File: config.mk
export PLATFORM = sky130hd
export DESIGN_NAME = panel_input_top
export DESIGN_NICKNAME = d
export VERILOG_FILES = /design/src/common/panel_pkg.sv /design/src/debounce/button_debounce.sv /design/src/source/input_synchronizer.sv /design/src/source/panel_control.sv /design/src/source/panel_input_top.sv /design/src/source/press_counter.sv
export SDC_FILE = /design/constraint.sdc
export NUM_CORES = 1
export LEC_CHECK = 0
export BUFFER_PORTS_ARGS = -buffer_cell sky130_fd_sc_hd__buf_2
export CORE_MARGIN = 2
export CORE_UTILIZATION = 50
export DETAILED_ROUTE_END_ITERATION = 16
export PLACE_DENSITY = 0.76
export SYNTH_ARGS = -nofsm -noshare
export SYNTH_HDL_FRONTEND = slang
export SYNTH_SLANG_ARGS = --single-unit
File: constraint.sdc
create_clock -name clock -period 5.7 [get_ports clock]
set_input_delay 1.14 -clock clock [delete_from_list [all_inputs] [get_ports clock]]
set_output_delay 1.14 -clock clock [all_outputs]
set_load 0.01 [all_outputs]
File: src/common/panel_pkg.sv
`default_nettype none

package panel_pkg;

	// default sizes handed down from the top level parameters
	localparam int default_num_buttons = 4;

	// two flops are the usual minimum against metastability
	localparam int default_sync_depth = 2;

	// cycles a new level has to hold before the debouncer accepts it
	localparam int default_debounce_cycles = 20;

	// free-running timestamp width, wraps silently
	localparam int time_width = 16;

	// per-button press counters wrap at this width
	localparam int count_width = 8;

	// button number on the event stream, room for up to 256 buttons
	typedef logic [7:0] button_index_t;

	// one record on the event stream, 25 bits in all
	// pressed is the debounced level at the time the record is built
	// stamp is the timestamp counter in the cycle event_valid is high
	typedef struct packed {
		button_index_t button;
		logic pressed;
		logic [time_width-1:0] stamp;
	} panel_event_t;

endpackage

`default_nettype wire

File: src/debounce/button_debounce.sv
`timescale 1ns/100ps
`default_nettype none

module button_debounce #(
	parameter int NUM_BUTTONS = panel_pkg::default_num_buttons,
	parameter int DEBOUNCE_CYCLES = panel_pkg::default_debounce_cycles
) (
	input logic clock,
	input logic randy,
	input logic [NUM_BUTTONS-1:0] button_sync,
	output logic [NUM_BUTTONS-1:0] button_level,
	output logic [NUM_BUTTONS-1:0] button_changed
);

	// wide enough to hold DEBOUNCE_CYCLES - 1
	localparam int CW = $clog2(DEBOUNCE_CYCLES + 1);

	// the flip happens on the last of DEBOUNCE_CYCLES differing samples
	localparam logic [CW-1:0] LAST_COUNT = CW'(DEBOUNCE_CYCLES - 1);

	genvar i;

	for (i = 0; i < NUM_BUTTONS; i++) begin : g_button

		// consecutive cycles the input has disagreed with the accepted level
		logic [CW-1:0] diff_count;

		always_ff @(posedge clock or posedge randy) begin
			if (randy) begin
				diff_count <= '0;
				button_level[i] <= 1'b0;
				button_changed[i] <= 1'b0;
			end else begin
				button_changed[i] <= 1'b0;
				if (button_sync[i] == button_level[i]) begin
					// any agreeing sample throws away the run so far
					diff_count <= '0;
				end else if (diff_count == LAST_COUNT) begin
					diff_count <= '0;
					button_level[i] <= button_sync[i];
					button_changed[i] <= 1'b1;
				end else begin
					diff_count <= diff_count + 1'b1;
				end
			end
		end

	end

	// a strobe shows up exactly on the buttons whose level just flipped
	assert property (@(posedge clock) disable iff (randy)
		(button_level ^ $past(button_level)) == button_changed)
	else $error("button_debounce: change strobe out of step with level");

endmodule

`default_nettype wire

File: src/source/input_synchronizer.sv
`timescale 1ns/100ps
`default_nettype none

module input_synchronizer #(
	parameter int NUM_BUTTONS = panel_pkg::default_num_buttons,
	parameter int SYNC_DEPTH = panel_pkg::default_sync_depth
) (
	input logic clock,
	input logic randy,
	input logic [NUM_BUTTONS-1:0] async_levels,
	output logic [NUM_BUTTONS-1:0] sync_levels
);

	// stage 0 takes the raw pins, the last stage is safe to use
	logic [SYNC_DEPTH-1:0][NUM_BUTTONS-1:0] stage;

	always_ff @(posedge clock or posedge randy) begin
		if (randy) begin
			stage <= '0;
		end else begin
			stage <= {stage[SYNC_DEPTH-2:0], async_levels};
		end
	end

	assign sync_levels = stage[SYNC_DEPTH-1];

	// a single flop gives no settling time at all
	initial begin
		assert (SYNC_DEPTH >= 2)
		else $fatal(1, "input_synchronizer needs SYNC_DEPTH of at least 2");
	end

endmodule

`default_nettype wire

File: src/source/panel_control.sv
`timescale 1ns/100ps
`default_nettype none

module panel_control #(
	parameter int NUM_BUTTONS = panel_pkg::default_num_buttons
) (
	input logic clock,
	input logic randy,
	input logic [NUM_BUTTONS-1:0] button_level,
	input logic [NUM_BUTTONS-1:0] button_changed,
	output logic event_valid,
	output panel_pkg::panel_event_t event_data
);

	import panel_pkg::*;

	// buttons with a change not yet sent out
	logic [NUM_BUTTONS-1:0] pending;

	// includes this cycle's strobes so a lone change goes out next cycle
	logic [NUM_BUTTONS-1:0] pending_now;
	logic [NUM_BUTTONS-1:0] grant;
	logic any_pending;
	button_index_t grant_index;
	logic [time_width-1:0] timestamp;

	assign pending_now = pending | button_changed;
	assign any_pending = |pending_now;

	// lowest set bit wins
	assign grant = pending_now & (~pending_now + 1'b1);

	always_comb begin
		grant_index = '0;
		for (int i = 0; i < NUM_BUTTONS; i++) begin
			if (grant[i]) begin
				grant_index = button_index_t'(i);
			end
		end
	end

	always_ff @(posedge clock or posedge randy) begin
		if (randy) begin
			timestamp <= '0;
		end else begin
			timestamp <= timestamp + 1'b1;
		end
	end

	// a repeat change while pending just stays pending and the level is read at emit time
	always_ff @(posedge clock or posedge randy) begin
		if (randy) begin
			pending <= '0;
		end else begin
			pending <= pending_now & ~grant;
		end
	end

	// the record only loads on an emit so it holds the last stamp between events
	always_ff @(posedge clock or posedge randy) begin
		if (randy) begin
			event_valid <= 1'b0;
			event_data <= '0;
		end else begin
			event_valid <= any_pending;
			if (any_pending) begin
				event_data.button <= grant_index;
				event_data.pressed <= |(button_level & grant);
				// equals the counter in the cycle event_valid is high
				event_data.stamp <= timestamp + 1'b1;
			end
		end
	end

	// every record belongs to a button that had a change waiting
	assert property (@(posedge clock) disable iff (randy)
		event_valid |->
		($past(pending_now) & (NUM_BUTTONS'(1) << event_data.button)) != '0)
	else $error("panel_control: event for a button that was not pending");

	// consecutive event stamps never repeat
	assert property (@(posedge clock) disable iff (randy)
		event_valid |-> event_data.stamp != $past(event_data.stamp))
	else $error("panel_control: event stamp repeated");

endmodule

`default_nettype wire

File: src/source/panel_input_top.sv
`timescale 1ns/100ps
`default_nettype none

module panel_input_top #(
	parameter int NUM_BUTTONS = panel_pkg::default_num_buttons,
	parameter int SYNC_DEPTH = panel_pkg::default_sync_depth,
	parameter int DEBOUNCE_CYCLES = panel_pkg::default_debounce_cycles
) (
	input logic clock,
	input logic randy,
	input logic [NUM_BUTTONS-1:0] button_raw,
	output logic event_valid,
	output panel_pkg::panel_event_t event_data,
	input panel_pkg::button_index_t count_select,
	output logic [panel_pkg::count_width-1:0] press_count
);

	logic [NUM_BUTTONS-1:0] button_sync;
	logic [NUM_BUTTONS-1:0] button_level;
	logic [NUM_BUTTONS-1:0] button_changed;

	input_synchronizer #(
		.NUM_BUTTONS(NUM_BUTTONS),
		.SYNC_DEPTH(SYNC_DEPTH)
	) sync_stage (
		.clock(clock),
		.randy(randy),
		.async_levels(button_raw),
		.sync_levels(button_sync)
	);

	button_debounce #(
		.NUM_BUTTONS(NUM_BUTTONS),
		.DEBOUNCE_CYCLES(DEBOUNCE_CYCLES)
	) debounce_bank (
		.clock(clock),
		.randy(randy),
		.button_sync(button_sync),
		.button_level(button_level),
		.button_changed(button_changed)
	);

	// turns debounced changes into the serial event stream
	panel_control #(
		.NUM_BUTTONS(NUM_BUTTONS)
	) control (
		.clock(clock),
		.randy(randy),
		.button_level(button_level),
		.button_changed(button_changed),
		.event_valid(event_valid),
		.event_data(event_data)
	);

	// counts presses straight off the outgoing stream
	press_counter #(
		.NUM_BUTTONS(NUM_BUTTONS)
	) counter_bank (
		.clock(clock),
		.randy(randy),
		.event_valid(event_valid),
		.event_data(event_data),
		.count_select(count_select),
		.press_count(press_count)
	);

endmodule

`default_nettype wire

File: src/source/press_counter.sv
`timescale 1ns/100ps
`default_nettype none

module press_counter #(
	parameter int NUM_BUTTONS = panel_pkg::default_num_buttons
) (
	input logic clock,
	input logic randy,
	input logic event_valid,
	input panel_pkg::panel_event_t event_data,
	input panel_pkg::button_index_t count_select,
	output logic [panel_pkg::count_width-1:0] press_count
);

	import panel_pkg::*;

	logic [NUM_BUTTONS-1:0][count_width-1:0] counts;
	logic count_enable;

	// releases never count
	assign count_enable = event_valid & event_data.pressed;

	// an out-of-range button matches no counter and is dropped
	always_ff @(posedge clock or posedge randy) begin
		if (randy) begin
			counts <= '0;
		end else begin
			for (int i = 0; i < NUM_BUTTONS; i++) begin
				if (count_enable && (event_data.button == button_index_t'(i))) begin
					counts[i] <= counts[i] + 1'b1;
				end
			end
		end
	end

	// read port, an unknown button reads zero
	always_comb begin
		press_count = '0;
		for (int i = 0; i < NUM_BUTTONS; i++) begin
			if (count_select == button_index_t'(i)) begin
				press_count = counts[i];
			end
		end
	end

	// the event source should never name a button beyond the bank
	assert property (@(posedge clock) disable iff (randy)
		event_valid |-> event_data.button < NUM_BUTTONS)
	else $error("press_counter: event for button %0d out of range", event_data.button);

endmodule

`default_nettype wire

==> results of run 1 <==
logic make-up after synthesis:
family | synth area share
AOI/OAI and AO/OA | 0.0216
xor gates and xnor gates | 0.0983
adders and majority gates | 0.0243
buffers and inverters | 0.0227
DFF | 0.578
muxes | 0.0997
other | 0.000810
and+or+nand+nor | 0.155
worst max-delay path by stage:
stage,start,to,slack [ns],cells past startpoint
finish,count_select[7],press_count[2],2.26,4
global route,count_select[7],press_count[1],2.10,4
CTS,count_select[7],press_count[5],2.27,4
detailed placement,count_select[7],press_count[5],2.27,4
global placement,count_select[7],press_count[0],2.35,4
floorplan,randy,control.event_data[0],1.74,1
layout by cell type (no fill, tap or decap), drive strengths merged, types with 2 or more instances in the layout:
cell	count
xor2	21
nor3	11
inv	14
buf	42
xnor2	31
nand2	20
and3	11
clkbuf	9
ha	9
conb	6
a22oi	3
nor2b	6
nand2b	4
and4	3
nor2	30
and4b	2
a21oi	2
clkinv	2
nand4	12
nor4	6
o21ai	9
dfrtp	107
nor3b	3
mux2	25
nand3	19
mux4	8
critical path: cells and delay by family:
family                 cells  cell delay [ns]
buffers and inverters      2             0.22
AND/OR/NAND/NOR            2             0.93
report_power, final:
part | total (mW) | switching, mW | internal, mW
Clock | 0.476 | 0.264 | 0.211
Sequential | 0.775 | 0.00643 | 0.768
Combinational | 0.0431 | 0.0281 | 0.0150
state kept, by name (all words and copies together) (netlist names):
signal,flops
control.pending,3
sync_stage.stage,4
debounce_bank.button_level,4
debounce_bank.button_changed,4
counter_bank.counts,32
control.event_valid,1
debounce_bank.g_button.diff_count,20
control.event_data,19
control.timestamp,16
sync_stage.sync_levels,4
synth_stat cells (all sizes together), types with 2 or more instances:
cell type and instances:
a21oi 2, a22oi 3, and3 11, and4 3, and4b 2, buf 9, clkbuf 2, dfrtp 107
ha 9, inv 10, mux2 25, mux4 8, nand2 20, nand2b 4, nand3 19, nand4 12
nor2 30, nor2b 6, nor3 11, nor3b 3, nor4 6, o21ai 9, xnor2 31, xor2 21
metal layers:
metal | part of all wire | up-vias | track usage
met5 | 0 | - | 0
met4 | 0.0070 | 0 | 0.0411
met3 | 0.041 | 4 | 0.0564
met2 | 0.49 | 49 | 0.274
met1 | 0.46 | 1365 | 0.213
li1 | - | 1375 | -
layout make-up:
type                            instances  area [um2]  area share
Inverter                               10        40.0     0.00779
Multi-Input combinational cell        248        1870       0.363
Clock buffer                            9         124      0.0241
Tap cell                              111         139      0.0270
Clock inverter                          7        80.1      0.0156
Timing Repair Buffer                   42         213      0.0414
Sequential cell                       107        2680       0.521
==> metrics.txt, run 1 <==
flop2flop setup slack 3.51 ns; Reg clk slew, reported paths 0.10 ns; leakage 2.54 nW; post-synth top area cell dfrtp_1; RSZ-0062 raised after global routing false; Critical Path End Type primary output; first-pass GRT wire length 13100 um; via count 2793; # port buffers 41; post-synthesis instance total 371; Placed Instance Area 0.00494 mm2; NumNets Final 441; Hold Slack 0.362 ns; drt pass-1 iters 4; die span in y 100 um; setup violators final 0; post-synthesis sequential area ratio 0.578; H-tree Lvls 3; Synth cell types 37; clk root buf clkbuf_8; CTS Sinks 107; Ports 48; DRT iter0 DRCs 83; Netlist Area Pre-Place 0.00463 mm2; maximum vdd drop 153 uV; fraction of layout cells with a size suffix above 1 0.232; Slew headroom 0.364; reg2reg path depth 3; clock skew 0.0131 ns; period utilisation layout 0.603; crit-path cells buf_2 -> nor4_1 -> and3_1 -> buf_2; min-delay src sync_stage.stage[3]; Via density 5.23; Tightest Pin Transition 0.951 ns; postcts setup bufs 0; share of the synthesized area in the top cell type 0.578; Synth Register Bits 107; total of max-cap violations 0; dpl hpwl 5510 um; maximum root-to-sink buffer count 2; Routability Congestion 0.795; CP max FO 8; Final Non-Filler Cells 534; antenna-violating nets left 0; R2R Path Start debounce_bank.button_changed[1]; Setup CP Type in -> out; Hold Path Cell Cnt 0; worst hold path endpoint sync_stage.sync_levels[3]; DIE WIDTH 100 um; Pwr Total 1.29 mW; DRT Wirelength 7620 um; CTS tree built; core footprint 0.00911 mm2; number of synthesized flops with an enable pin 0; Fill cells 751; initial core utilization 0.509; syn avg cell area 12.5 um2; pwr/cell area 252 mW/mm2; vias in the first global route 2798; fin crit period 3.44 ns; Worst path slowest cell nor4_1; Most common cell on crit path buf_2; DR DRC count 0; Area Overhead vs Synth 11.0%; Inst Count DP 518; Worst Hold Class reg -> reg; Synth async-reset ratio 1.00; CTS Buf Count 9; antenna violations before repair 0; WP data arrival 2.30 ns; post-route cell area 0.00514 mm2; die area 0.0101 mm2; status completed; largest net degree at the start of global routing 58; Placement Setup Slack 2.27 ns; Hold-fix buffers, CTS 0; GRT overflow 0; Final Hold Vio Count 0; DR WL/cell 14.3 um; startpoint types primary input; Critical Path RT 4.56 ns; # diodes 0; FMAX 291 MHz; synth top area cells dfrtp_1 58%, mux2_2 6.1%, xnor2_1 5.9%; Worst-Skew Late Latency 0.36 ns; Post-synth top flop dfrtp_1; setup ws final 2.26 ns; r2r endpoint control.event_data[1]; gr usage total 0.166; setup TNS 0 ns; post-cts resize count 0; max incr delay on CP 0.66 ns; Syn. warnings 0; Layout Utilization 0.564; Site Rows 35; max-slew violation total from the final report 0
Power figures use the tool's default switching activity.
==> inputs of run 2 (changes only) <==
==> constraint.sdc (replaced) <==
create_clock -name clock -period 3.2 [get_ports clock]
set_input_delay 0.64 -clock clock [delete_from_list [all_inputs] [get_ports clock]]
set_output_delay 0.64 -clock clock [all_outputs]
set_load 0.01 [all_outputs]
==> metrics.txt, run 2 (same netlist as run 1, synthesis figures left out) <==
status completed; Ports 48; Logic pwr share 0.034; H-tree Lvls 3; total of max-cap violations 0; initial core utilization 0.509; Slew headroom 0.471; first-pass GRT wire length 13200 um; Regs by FF count counter_bank.counts: 32 flops, debounce_bank.g_button.diff_count: 20 flops, control.event_data: 19 flops; setup TNS 0 ns; Internal 1.78 mW; # port buffers 41; Via density 5.39; Final Hold Vio Count 0; Most common cell on crit path buf_2; Worst-Skew Late Latency 0.37 ns; max-slew violation total from the final report 0; switching share of power 0.237; Routability Congestion 0.818; # diodes 0; CTS Buf Count 9; Critical Path End Type primary output; max reg flops 32; drt pass-1 iters 4; leakage 2.55 nW; Area Overhead vs Synth 11.9%; power share of the sequential group 0.590; leading cell type in the layout, fill and taps excluded dfrtp_1; GRT overflow 0; DR DRC count 0; clk root buf clkbuf_8; startpoint types primary input; maximum root-to-sink buffer count 2; DRT iter0 DRCs 130; DRT Wirelength 7660 um; Setup CP Type in -> out; WP data arrival 1.82 ns; Pwr Total 2.34 mW; max incr delay on CP 0.69 ns; via count 2891; clock skew 0.0115 ns; fin crit period 2.46 ns; antenna violations before repair 0; met2 Resource Use GR 0.271; Worst path slowest cell nor4_1; commonest non-fill, non-tap cells in the layout 107 x dfrtp_1, 41 x buf_2, 31 x xnor2_1; postcts setup bufs 0; pwr/cell area 451 mW/mm2; Critical Path RT 2.56 ns; Site Rows 35; Biggest register counter_bank.counts; peak-usage layer in the global routing report met2; Reg clk slew, reported paths 0.11 ns; period utilisation layout 0.768; met1 GRT Util 0.211; FMAX 407 MHz; DIE WIDTH 100 um; setup violators final 0; die area 0.0101 mm2; crit-path cells buf_2 -> nor4_1 -> and3_1 -> buf_2; die span in y 100 um; P_sw 0.555 mW; gr usage total 0.168; RSZ-0062 raised after global routing false; flop2flop setup slack 1.46 ns; CP bufs+invs 2; Crit path max-delay family simple AND/OR/NAND/NOR gates; Worst Hold Class in -> async; NumNets Final 443; largest net degree at the start of global routing 61; Tightest Pin Transition 0.786 ns; post-cts resize count 0; dpl hpwl 5480 um; antenna-violating nets left 0; fraction of layout cells with a size suffix above 1 0.235; CP max FO 8; CTS Sinks 107; maximum vdd drop 270 uV; DR WL/cell 14.3 um; Hold-fix buffers, CTS 0; clock share of power 0.375; core footprint 0.00911 mm2; met3 Use GR 0.0481; vias in the first global route 2890; CTS tree built
## run 2: power by group through the flow
stage / Combinational [mW] / Sequential (mW) / Clock, mW
floorplan: 0.0642 / 1.40 / 0
global placement: 0.0800 / 1.41 / 0
detailed placement: 0.0828 / 1.41 / 0
CTS: 0.0837 / 1.38 / 0.898
global route: 0.0947 / 1.38 / 0.959
finish: 0.0806 / 1.38 / 0.877
## run 2: per-stage QoR
stage	cells	hold slack (ns)	instance area (um2)	util	worst slack, ns
2_1_floorplan	376	0.331	4650	-	0.852
3_3_place_gp	520	0.333	4970	0.545	0.856
3_5_place_dp	520	0.336	4970	0.545	0.737
4_1_cts	536	0.344	5180	0.569	0.737
5_1_grt	536	0.333	5180	0.569	0.538
6_report	536	0.338	5180	0.569	0.742
## run 2: metal layers
layer  up-vias  share of wire  wire length [um]
li1       1385              -                 -
met1      1437           0.44              3390
met2        55           0.48              3710
met3        14          0.048               369
met4         0          0.025               188
met5         -              0                 0
## run 2: final cells by class
cell class,instances,area [um2]
clock buffers,9,124
clock inverters,7,95.1
fillers,743,3920
inverters,10,41.3
multi-input cells,248,1870
flip-flops and latches,107,2680
well taps,111,139
repair buffers,44,240
## run 2: path summary, 6_finish.rpt
check / cells past startpoint / end / start
worst min register to register: 0 / sync_stage.sync_levels[1] / sync_stage.stage[1]
max in group asynchronous: 3 / debounce_bank.g_button[3].diff_count[2] / randy
worst max register to register: 5 / control.event_data[14] / control.timestamp[0]
min in group clock: 0 / sync_stage.sync_levels[1] / sync_stage.stage[1]
worst max-delay path: 4 / press_count[6] / count_select[7]
worst min-delay path: 2 / counter_bank.counts[18] / randy
